### config.mk
export PLATFORM = sky130hd
export DESIGN_NAME = i3c_standby_top
export DESIGN_NICKNAME = d
export VERILOG_FILES = /design/src/hdl/i3c_target_pkg.sv /design/src/hdl/i3c_standby_top.sv /design/src/hdl/i3c_result_regs.sv /design/src/hdl/i3c_xfer_execute.sv /design/src/hdl/i3c_bus_decode.sv
export VERILOG_INCLUDE_DIRS = /design/src /design/src/include
export SDC_FILE = /design/constraint.sdc
export NUM_CORES = 1
export LEC_CHECK = 0
export BUFFER_PORTS_ARGS = -buffer_cell sky130_fd_sc_hd__buf_4
export CAP_MARGIN = 20
export CELL_PAD_IN_SITES_DETAIL_PLACEMENT = 1
export CELL_PAD_IN_SITES_GLOBAL_PLACEMENT = 2
export CORE_ASPECT_RATIO = 1.2
export CORE_MARGIN = 2
export CORE_UTILIZATION = 37
export DETAILED_ROUTE_END_ITERATION = 16
export PLACE_DENSITY_LB_ADDON = 0.1
export SLEW_MARGIN = 0
export SYNTH_ARGS = -nofsm -noshare
export SYNTH_HDL_FRONTEND = slang
export SYNTH_SLANG_ARGS = --single-unit
### constraint.sdc
create_clock -name clk_i -period 3.7 [get_ports clk_i]
set_input_delay 0.74 -clock clk_i [delete_from_list [all_inputs] [get_ports clk_i]]
set_output_delay 0.74 -clock clk_i [all_outputs]
set_load 0.02 [all_outputs]
### src/include/i3c_target_settings.svh
// Assumes an 8-bit bus byte with a 7-bit address plus RnW bit; only the listed CCC codes exist
`ifndef I3C_TARGET_SETTINGS_SVH
`define I3C_TARGET_SETTINGS_SVH

// Data path and address widths
`define I3C_DATA_W 8
`define I3C_ADDR_W 7

// Broadcast address used for CCC frames
`define I3C_BCAST_ADDR 7'h7E

// Flops in front of the SCL and SDA edge logic
`define I3C_SYNC_STAGES 2

// Max write length as carried by SETMWL
`define I3C_MWL_W 16

// Broadcast CCC codes
`define I3C_CCC_ENEC 8'h00
`define I3C_CCC_DISEC 8'h01
`define I3C_CCC_SETMWL 8'h09
`define I3C_CCC_RSTACT 8'h2A

// RSTACT defining byte values
`define I3C_RSTACT_NONE 8'h00
`define I3C_RSTACT_PERIPH 8'h01
`define I3C_RSTACT_ESCALATE 8'h02

// Event bits in the ENEC and DISEC defining byte
`define I3C_EVT_IBI_BIT 0
`define I3C_EVT_CRR_BIT 1
`define I3C_EVT_HJ_BIT 3

`endif
### src/hdl/i3c_target_pkg.sv
// Types for the receive-only target; byte and address widths come from the settings header
`default_nettype none

`include "i3c_target_settings.svh"

package i3c_target_pkg;

  typedef logic [`I3C_DATA_W-1:0] i3c_byte_t;
  typedef logic [`I3C_ADDR_W-1:0] i3c_addr_t;

  // Broadcast CCCs that the target executes
  typedef enum logic [7:0] {
    CccEnec   = `I3C_CCC_ENEC,
    CccDisec  = `I3C_CCC_DISEC,
    CccSetmwl = `I3C_CCC_SETMWL,
    CccRstact = `I3C_CCC_RSTACT
  } ccc_op_e;

  typedef enum logic [2:0] {
    StIdle,
    StAddr,
    StPrivWrite,
    StCccCode,
    StCccDefByte,
    StIgnore
  } xfer_state_e;

  // Other RSTACT values are passed through as raw bytes
  typedef enum logic [7:0] {
    RstNone       = `I3C_RSTACT_NONE,
    RstPeripheral = `I3C_RSTACT_PERIPH,
    RstEscalate   = `I3C_RSTACT_ESCALATE
  } rst_action_e;

endpackage

`default_nettype wire

### src/hdl/i3c_standby_top.sv
// Receive-only I3C target front end; no SDA drive, so the controller sees no ACK from this block
`timescale 1ns/1ps
`default_nettype none

`include "i3c_target_settings.svh"

module i3c_standby_top (
  input  logic                        clk_i,
  input  logic                        rst_ni,
  input  logic                        i3c_standby_en_i,
  input  logic                        ctrl_scl_i,
  input  logic                        ctrl_sda_i,
  input  i3c_target_pkg::i3c_addr_t   target_sta_addr_i,
  input  logic                        target_sta_addr_valid_i,
  input  i3c_target_pkg::i3c_addr_t   target_dyn_addr_i,
  input  logic                        target_dyn_addr_valid_i,
  input  logic                        rx_queue_full_i,
  input  logic                        peripheral_reset_done_i,
  output logic                        bus_start_o,
  output logic                        bus_rstart_o,
  output logic                        bus_stop_o,
  output i3c_target_pkg::i3c_byte_t   bus_addr_o,
  output logic                        bus_addr_valid_o,
  output logic                        rx_queue_wvalid_o,
  output i3c_target_pkg::i3c_byte_t   rx_queue_wdata_o,
  output logic                        enec_ibi_o,
  output logic                        enec_crr_o,
  output logic                        enec_hj_o,
  output logic                        disec_ibi_o,
  output logic                        disec_crr_o,
  output logic                        disec_hj_o,
  output logic                        set_mwl_o,
  output logic [`I3C_MWL_W-1:0]       mwl_o,
  output i3c_target_pkg::rst_action_e rst_action_o,
  output logic                        rst_action_valid_o,
  output logic                        peripheral_reset_o,
  output logic                        escalated_reset_o
);

  logic byte_valid;
  i3c_target_pkg::i3c_byte_t byte_data;
  logic rx_byte_valid;
  i3c_target_pkg::i3c_byte_t rx_byte;

  i3c_bus_decode u_bus_decode (
    .clk_i        (clk_i),
    .rst_ni       (rst_ni),
    .enable_i     (i3c_standby_en_i),
    .scl_i        (ctrl_scl_i),
    .sda_i        (ctrl_sda_i),
    .start_o      (bus_start_o),
    .rstart_o     (bus_rstart_o),
    .stop_o       (bus_stop_o),
    .byte_valid_o (byte_valid),
    .byte_o       (byte_data)
  );

  i3c_xfer_execute u_xfer_execute (
    .clk_i              (clk_i),
    .rst_ni             (rst_ni),
    .start_i            (bus_start_o),
    .rstart_i           (bus_rstart_o),
    .stop_i             (bus_stop_o),
    .byte_valid_i       (byte_valid),
    .byte_i             (byte_data),
    .sta_addr_i         (target_sta_addr_i),
    .dyn_addr_i         (target_dyn_addr_i),
    .sta_addr_valid_i   (target_sta_addr_valid_i),
    .dyn_addr_valid_i   (target_dyn_addr_valid_i),
    .bus_addr_o         (bus_addr_o),
    .bus_addr_valid_o   (bus_addr_valid_o),
    .rx_byte_valid_o    (rx_byte_valid),
    .rx_byte_o          (rx_byte),
    .enec_ibi_o         (enec_ibi_o),
    .enec_crr_o         (enec_crr_o),
    .enec_hj_o          (enec_hj_o),
    .disec_ibi_o        (disec_ibi_o),
    .disec_crr_o        (disec_crr_o),
    .disec_hj_o         (disec_hj_o),
    .set_mwl_o          (set_mwl_o),
    .mwl_o              (mwl_o),
    .rst_action_o       (rst_action_o),
    .rst_action_valid_o (rst_action_valid_o)
  );

  i3c_result_regs u_result_regs (
    .clk_i                   (clk_i),
    .rst_ni                  (rst_ni),
    .rx_byte_valid_i         (rx_byte_valid),
    .rx_byte_i               (rx_byte),
    .rx_queue_full_i         (rx_queue_full_i),
    .rst_action_i            (rst_action_o),
    .rst_action_valid_i      (rst_action_valid_o),
    .peripheral_reset_done_i (peripheral_reset_done_i),
    .rx_queue_wvalid_o       (rx_queue_wvalid_o),
    .rx_queue_wdata_o        (rx_queue_wdata_o),
    .peripheral_reset_o      (peripheral_reset_o),
    .escalated_reset_o       (escalated_reset_o)
  );

endmodule

`default_nettype wire

### src/hdl/i3c_result_regs.sv
// RX bytes arriving while the queue is full are dropped; escalated reset clears only on rst_ni
`timescale 1ns/1ps
`default_nettype none

module i3c_result_regs (
  input  logic                        clk_i,
  input  logic                        rst_ni,
  input  logic                        rx_byte_valid_i,
  input  i3c_target_pkg::i3c_byte_t   rx_byte_i,
  input  logic                        rx_queue_full_i,
  input  i3c_target_pkg::rst_action_e rst_action_i,
  input  logic                        rst_action_valid_i,
  input  logic                        peripheral_reset_done_i,
  output logic                        rx_queue_wvalid_o,
  output i3c_target_pkg::i3c_byte_t   rx_queue_wdata_o,
  output logic                        peripheral_reset_o,
  output logic                        escalated_reset_o
);

  logic periph_req;
  logic escalate_req;

  assign periph_req   = rst_action_valid_i & (rst_action_i == i3c_target_pkg::RstPeripheral);
  assign escalate_req = rst_action_valid_i & (rst_action_i == i3c_target_pkg::RstEscalate);

  // Full is sampled with the byte strobe
  always_ff @(posedge clk_i or negedge rst_ni) begin
    if (!rst_ni) begin
      rx_queue_wvalid_o <= 1'b0;
      rx_queue_wdata_o  <= '0;
    end else begin
      rx_queue_wvalid_o <= rx_byte_valid_i & ~rx_queue_full_i;
      if (rx_byte_valid_i) begin
        rx_queue_wdata_o <= rx_byte_i;
      end
    end
  end

  always_ff @(posedge clk_i or negedge rst_ni) begin
    if (!rst_ni) begin
      peripheral_reset_o <= 1'b0;
    end else begin
      if (periph_req) begin
        peripheral_reset_o <= 1'b1;
      end
      // Done wins over a new request
      if (peripheral_reset_done_i) begin
        peripheral_reset_o <= 1'b0;
      end
    end
  end

  always_ff @(posedge clk_i or negedge rst_ni) begin
    if (!rst_ni) begin
      escalated_reset_o <= 1'b0;
    end else if (escalate_req) begin
      escalated_reset_o <= 1'b1;
    end
  end

endmodule

`default_nettype wire

### src/hdl/i3c_xfer_execute.sv
// Write-only target; reads and unknown CCCs are skipped until the next START, Sr or STOP
`timescale 1ns/1ps
`default_nettype none

`include "i3c_target_settings.svh"

module i3c_xfer_execute (
  input  logic                        clk_i,
  input  logic                        rst_ni,
  input  logic                        start_i,
  input  logic                        rstart_i,
  input  logic                        stop_i,
  input  logic                        byte_valid_i,
  input  i3c_target_pkg::i3c_byte_t   byte_i,
  input  i3c_target_pkg::i3c_addr_t   sta_addr_i,
  input  i3c_target_pkg::i3c_addr_t   dyn_addr_i,
  input  logic                        sta_addr_valid_i,
  input  logic                        dyn_addr_valid_i,
  output i3c_target_pkg::i3c_byte_t   bus_addr_o,
  output logic                        bus_addr_valid_o,
  output logic                        rx_byte_valid_o,
  output i3c_target_pkg::i3c_byte_t   rx_byte_o,
  output logic                        enec_ibi_o,
  output logic                        enec_crr_o,
  output logic                        enec_hj_o,
  output logic                        disec_ibi_o,
  output logic                        disec_crr_o,
  output logic                        disec_hj_o,
  output logic                        set_mwl_o,
  output logic [`I3C_MWL_W-1:0]       mwl_o,
  output i3c_target_pkg::rst_action_e rst_action_o,
  output logic                        rst_action_valid_o
);

  i3c_target_pkg::xfer_state_e state_q;
  i3c_target_pkg::ccc_op_e ccc_q;
  logic mwl_idx_q;
  i3c_target_pkg::i3c_byte_t mwl_msb_q;

  i3c_target_pkg::i3c_addr_t own_addr;
  logic own_valid;
  i3c_target_pkg::i3c_addr_t rx_addr;
  logic rx_rnw;
  logic addr_hit;
  logic bcast_hit;
  logic ccc_known;

  // Dynamic address takes over once assigned
  assign own_valid = dyn_addr_valid_i | sta_addr_valid_i;
  assign own_addr  = dyn_addr_valid_i ? dyn_addr_i : sta_addr_i;

  assign rx_addr   = byte_i[`I3C_DATA_W-1:1];
  assign rx_rnw    = byte_i[0];
  assign addr_hit  = own_valid & (rx_addr == own_addr) & ~rx_rnw;
  assign bcast_hit = (rx_addr == `I3C_BCAST_ADDR) & ~rx_rnw;

  always_comb begin
    case (byte_i)
      i3c_target_pkg::CccEnec,
      i3c_target_pkg::CccDisec,
      i3c_target_pkg::CccSetmwl,
      i3c_target_pkg::CccRstact: ccc_known = 1'b1;
      default: ccc_known = 1'b0;
    endcase
  end

  always_ff @(posedge clk_i or negedge rst_ni) begin
    if (!rst_ni) begin
      state_q            <= i3c_target_pkg::StIdle;
      ccc_q              <= i3c_target_pkg::CccEnec;
      mwl_idx_q          <= 1'b0;
      bus_addr_o         <= '0;
      bus_addr_valid_o   <= 1'b0;
      rx_byte_valid_o    <= 1'b0;
      enec_ibi_o         <= 1'b0;
      enec_crr_o         <= 1'b0;
      enec_hj_o          <= 1'b0;
      disec_ibi_o        <= 1'b0;
      disec_crr_o        <= 1'b0;
      disec_hj_o         <= 1'b0;
      set_mwl_o          <= 1'b0;
      mwl_o              <= '0;
      rst_action_o       <= i3c_target_pkg::RstNone;
      rst_action_valid_o <= 1'b0;
    end else begin
      bus_addr_valid_o   <= 1'b0;
      rx_byte_valid_o    <= 1'b0;
      enec_ibi_o         <= 1'b0;
      enec_crr_o         <= 1'b0;
      enec_hj_o          <= 1'b0;
      disec_ibi_o        <= 1'b0;
      disec_crr_o        <= 1'b0;
      disec_hj_o         <= 1'b0;
      set_mwl_o          <= 1'b0;
      rst_action_valid_o <= 1'b0;

      if (stop_i) begin
        state_q <= i3c_target_pkg::StIdle;
      end else if (start_i || rstart_i) begin
        state_q   <= i3c_target_pkg::StAddr;
        mwl_idx_q <= 1'b0;
      end else if (byte_valid_i) begin
        case (state_q)
          i3c_target_pkg::StAddr: begin
            bus_addr_o       <= byte_i;
            bus_addr_valid_o <= 1'b1;
            if (bcast_hit) begin
              state_q <= i3c_target_pkg::StCccCode;
            end else if (addr_hit) begin
              state_q <= i3c_target_pkg::StPrivWrite;
            end else begin
              state_q <= i3c_target_pkg::StIgnore;
            end
          end
          i3c_target_pkg::StPrivWrite: begin
            rx_byte_valid_o <= 1'b1;
          end
          i3c_target_pkg::StCccCode: begin
            ccc_q     <= i3c_target_pkg::ccc_op_e'(byte_i);
            mwl_idx_q <= 1'b0;
            state_q   <= ccc_known ? i3c_target_pkg::StCccDefByte : i3c_target_pkg::StIgnore;
          end
          i3c_target_pkg::StCccDefByte: begin
            case (ccc_q)
              i3c_target_pkg::CccEnec: begin
                enec_ibi_o <= byte_i[`I3C_EVT_IBI_BIT];
                enec_crr_o <= byte_i[`I3C_EVT_CRR_BIT];
                enec_hj_o  <= byte_i[`I3C_EVT_HJ_BIT];
                state_q    <= i3c_target_pkg::StIgnore;
              end
              i3c_target_pkg::CccDisec: begin
                disec_ibi_o <= byte_i[`I3C_EVT_IBI_BIT];
                disec_crr_o <= byte_i[`I3C_EVT_CRR_BIT];
                disec_hj_o  <= byte_i[`I3C_EVT_HJ_BIT];
                state_q     <= i3c_target_pkg::StIgnore;
              end
              // MWL arrives MSB first over two bytes
              i3c_target_pkg::CccSetmwl: begin
                if (!mwl_idx_q) begin
                  mwl_idx_q <= 1'b1;
                end else begin
                  mwl_o     <= {mwl_msb_q, byte_i};
                  set_mwl_o <= 1'b1;
                  mwl_idx_q <= 1'b0;
                  state_q   <= i3c_target_pkg::StIgnore;
                end
              end
              i3c_target_pkg::CccRstact: begin
                rst_action_o       <= i3c_target_pkg::rst_action_e'(byte_i);
                rst_action_valid_o <= 1'b1;
                state_q            <= i3c_target_pkg::StIgnore;
              end
              default: begin
                state_q <= i3c_target_pkg::StIgnore;
              end
            endcase
          end
          default: ;
        endcase
      end
    end
  end

  always_ff @(posedge clk_i) begin
    if (byte_valid_i && state_q == i3c_target_pkg::StPrivWrite) begin
      rx_byte_o <= byte_i;
    end
    if (byte_valid_i && state_q == i3c_target_pkg::StCccDefByte && !mwl_idx_q) begin
      mwl_msb_q <= byte_i;
    end
  end

endmodule

`default_nettype wire

### src/hdl/i3c_bus_decode.sv
// SCL/SDA must be held several clocks per level; bus conditions and bytes are single-cycle pulses
`timescale 1ns/1ps
`default_nettype none

`include "i3c_target_settings.svh"

module i3c_bus_decode (
  input  logic                     clk_i,
  input  logic                     rst_ni,
  input  logic                     enable_i,
  input  logic                     scl_i,
  input  logic                     sda_i,
  output logic                     start_o,
  output logic                     rstart_o,
  output logic                     stop_o,
  output logic                     byte_valid_o,
  output i3c_target_pkg::i3c_byte_t byte_o
);

  localparam int unsigned SyncStages = `I3C_SYNC_STAGES;
  localparam logic [3:0] LastBit = 4'(`I3C_DATA_W - 1);
  localparam logic [3:0] AckBit = 4'(`I3C_DATA_W);

  logic [SyncStages-1:0] scl_sync;
  logic [SyncStages-1:0] sda_sync;
  logic scl_s;
  logic sda_s;
  logic scl_q;
  logic sda_q;

  logic scl_rise;
  logic scl_high;
  logic sda_fall;
  logic sda_rise;
  logic start_cond;
  logic stop_cond;

  logic xfer_open_q;
  logic [3:0] bit_cnt_q;
  i3c_target_pkg::i3c_byte_t shift_q;

  // Lines idle high, so the synchronizer resets to 1
  always_ff @(posedge clk_i or negedge rst_ni) begin
    if (!rst_ni) begin
      scl_sync <= '1;
      sda_sync <= '1;
      scl_q    <= 1'b1;
      sda_q    <= 1'b1;
    end else begin
      scl_sync <= {scl_sync[SyncStages-2:0], scl_i};
      sda_sync <= {sda_sync[SyncStages-2:0], sda_i};
      scl_q    <= scl_s;
      sda_q    <= sda_s;
    end
  end

  assign scl_s = scl_sync[SyncStages-1];
  assign sda_s = sda_sync[SyncStages-1];

  assign scl_rise = scl_s & ~scl_q;
  assign scl_high = scl_s & scl_q;
  assign sda_fall = ~sda_s & sda_q;
  assign sda_rise = sda_s & ~sda_q;

  assign start_cond = enable_i & scl_high & sda_fall;
  assign stop_cond  = enable_i & scl_high & sda_rise;

  // Sr only while a transaction is open
  assign start_o  = start_cond & ~xfer_open_q;
  assign rstart_o = start_cond & xfer_open_q;
  assign stop_o   = stop_cond;

  always_ff @(posedge clk_i or negedge rst_ni) begin
    if (!rst_ni) begin
      xfer_open_q <= 1'b0;
    end else if (!enable_i || stop_cond) begin
      xfer_open_q <= 1'b0;
    end else if (start_cond) begin
      xfer_open_q <= 1'b1;
    end
  end

  // Counts 0..8, where 8 is the ACK or T-bit slot
  always_ff @(posedge clk_i or negedge rst_ni) begin
    if (!rst_ni) begin
      bit_cnt_q <= '0;
    end else if (!enable_i || start_cond || stop_cond) begin
      bit_cnt_q <= '0;
    end else if (scl_rise) begin
      if (bit_cnt_q == AckBit) begin
        bit_cnt_q <= '0;
      end else begin
        bit_cnt_q <= bit_cnt_q + 4'd1;
      end
    end
  end

  always_ff @(posedge clk_i) begin
    if (scl_rise && bit_cnt_q != AckBit) begin
      shift_q <= {shift_q[`I3C_DATA_W-2:0], sda_s};
    end
  end

  // Byte is complete on the rise that samples its last bit
  assign byte_valid_o = enable_i & scl_rise & (bit_cnt_q == LastBit);
  assign byte_o       = {shift_q[`I3C_DATA_W-2:0], sda_s};

endmodule

`default_nettype wire

==> qor.yml <==
critical_path:
  regToRegStartpoint: "u_bus_decode.sda_sync[1]"
  endpoint_kind: "register"
  crit_required_ns: 3.93
  cp.arrival_ns: 2.83
  path_class: "register to register"
  crit_path_start_kind: "register"
  rrSetupSlack_ns: 1.11
  r2r_end: "u_xfer_execute.mwl_o[1]"
  r2r_cells: 6
  crit_fanout: 16
global_route:
  grt.met1_usage_pct: 22.78
  antenna_found_initial: 0
  grt_use_met3_pct: 3.580
  grt_busiest_layer: "met2"
  grt_pass1_vias: 2780
  grt.total_usage_pct: 16.93
  grt_overflow_total: 0
  grt_pass1_wl_um: 15240
  grt_max_degree: 77
  grt_use_met2_pct: 26.59
flow_run:
  drv_cap: 0
layout:
  drive_gt1_share_pct: 38.38
  fillCellCount: 1153
  layout.nets: 416
  final_common_cell: "buf_4"
  antenna_cells: 0
  regArea_mm2: 0.002600
  finalNonFillerCells: 528
  synthToLayoutAreaGrowth_pct: 23.83
  layout_common_cells: "buf_4 (78), dfrtp_1 (70), nand2_1 (38), mux2_2 (32), edfxtp_1 (23)"
  multiInputGateArea_mm2: 0.001396
floorplan:
  core_mm2: 0.01093
  chipHeight_um: 119.4
  num_rows: 42
  die_area_mm2: 0.01196
  die_w_um: 100.2
  start_util_pct: 37.56
  ios: 78
clocking:
  cts_num_sinks: 99
  clockBufferDepth: 2
  ctsHoldBuffers: 0
  worstSkewPairLatency_ns: 0.35
  clk_pin_slew_ns: 0.07
  numCtsBuffers: 9
  cts_resized: 0
  htreeDepth: 3
  cts_root_buf: "clkbuf_16"
  postCtsSetupRepairBufs: 0
  cts_tree: "yes"
logic_synthesis:
  synth_edf_count: 23
  ys_seq_area_share_pct: 63.33
  synth_cells: 313
  ys_types: 54
  yosys_register_bits: 99
  avgSynthCellArea_um2: 13.12
  synth_area_mm2: 0.004105
  synth_ff_type: "dfrtp_1"
  synthArstFlopShare_pct: 76.77
  syn-num-nets: 338
  ys_warn_count: 0
place:
  dp.cells: 512
  gp_congestion: 0.8301
  io_buffers: 77
  dp_hpwl_um: 6394
drt:
  drtIter0Drc: 88
  via_per_inst: 5.131
  wl_um: 9502
  antenna_left: 0
  drt_first_pass_iters: 4
  vias: 2709
  routedWlPerCell_um: 18.00
  drc: 0
hold_path:
  hold_end: "u_bus_decode.scl_sync[1]"
  hold_path.class: "register to register"
  hold-path-cell-count: 0
  hold_path.startpoint: "u_bus_decode.scl_sync[0]"
sta:
  fin_worst_skew_ns: 0.006965
  rsz0062_at_grt: "no"
  tightest_slew_ns: 0.9834
  finalSetupTns_ns: 0
  finalMaxSlewViolations: 0
  max_freq_ghz: 0.3857
  finalSetupViolations: 0
  final_hold_viol_count: 0
  fin_crit_ns: 2.593
  relSlewSlack_pct: 34.13
  post-route-period-util_pct: 70.08
pwr:
  vdd_drop_max_uv: 206.7
  leakagePower_nw: 2.428
  power.density_mw_per_mm2: 428.6
outcome:
  outcome: "finished, final reports clean"
sequential cells by signal, indices dropped and copies added, names as in the netlist, 2 cells and up:
signal / flops
u_result_regs.rx_queue_wdata_o: 8
u_xfer_execute.state_q: 3
u_xfer_execute.ccc_q: 8
u_xfer_execute.rst_action_o: 8
u_bus_decode.bit_cnt_q: 4
u_bus_decode.sda_sync: 2
u_xfer_execute.mwl_o: 16
u_bus_decode.scl_sync: 2
u_bus_decode.shift_q: 7
u_xfer_execute.rx_byte_o: 8
u_xfer_execute.bus_addr_o: 8
u_xfer_execute.mwl_msb_q: 8
cell type report:
cell class	instances	share of cell area [%]
clock buffer	10	4.504
clock inverter	6	1.231
inverter	12	0.8860
multi-input combinational	191	27.47
sequential	99	51.14
tap	132	3.249
timing repair buffer	78	11.52
Yosys cell counts, types with 2 or more instances:
cell type   n  area, um^2
a21oi_1     5       25.02
a31o_2      2       17.52
a31oi_1     2       12.51
and2_1      3       18.77
and3_1      3       18.77
buf_2       2       10.01
buf_6       3       33.78
clkbuf_1    5       18.77
dfrtp_1    70        1752
dfstp_2     6       157.7
edfxtp_1   23       690.7
ha_1        2       25.02
inv_1      12       45.04
mux2_2     32       360.4
mux2_4      7       105.1
mux2i_1     8       80.08
nand2_1    38       142.6
nand3_1     5       25.02
nand4_1     2       12.51
nor2_1     16       60.06
nor2_2      2       12.51
nor2b_1     5       31.28
nor3_1      6       30.03
nor4_1      6       37.54
nor4b_1     2       17.52
o211ai_1    3       22.52
o21ai_0     9       45.04
or3_4       2       22.52
or3b_1      2       17.52
xnor2_1     6       52.55
worst max path at each step:
stage                              from                     endpoint
2_1_floorplan  u_bus_decode.scl_sync[1]  u_xfer_execute.rx_byte_o[0]
3_3_place_gp           i3c_standby_en_i     u_xfer_execute.mwl_o[14]
3_5_place_dp           i3c_standby_en_i      u_xfer_execute.mwl_o[7]
4_1_cts        u_bus_decode.sda_sync[1]      u_xfer_execute.mwl_o[7]
5_1_grt        u_bus_decode.sda_sync[1]     u_xfer_execute.mwl_o[11]
6_report       u_bus_decode.sda_sync[1]      u_xfer_execute.mwl_o[1]
report_power, final:
part | switching [mW] | internal (mW) | total [mW]
sequential | 0.0226 | 1.13 | 1.15
combinational | 0.0529 | 0.0424 | 0.0953
clock | 0.405 | 0.526 | 0.931
critical path: stages (launching register included):
cell	delay (ns)
dfstp_2	0.37
buf_4	0.18
nor2b_1	0.15
o21ai_0	0.52
nand3_1	0.18
nor2_2	0.66
mux2_2	0.42
logic make-up after synthesis:
family | synth area share, %
flops | 63.33
mux | 13.29
xor+xnor | 1.280
fa+ha+maj | 0.6095
compound gates | 4.938
simple gates | 13.75
buf+inv | 2.804
routing by layer:
layer | vias to the layer above | share of wire (%)
li1 | 1260 | -
met1 | 1364 | 45
met2 | 66 | 48
met3 | 19 | 4.5
met4 | 0 | 2.1
met5 | - | 0
stage by stage:
step	setup slack, ns	hold WS [ns]	util [%]	total power, mW	cell area, um^2
floorplan	0.8893	0.3452	-	1.219	4105
global placement	1.040	0.3517	43.84	1.270	4792
detailed placement	0.9828	0.3484	43.84	1.271	4792
CTS	1.055	0.3612	46.51	2.210	5084
global route	0.7651	0.3639	46.51	2.262	5084
finish	1.107	0.3574	46.51	2.179	5084
Power figures use the tool's default switching activity.
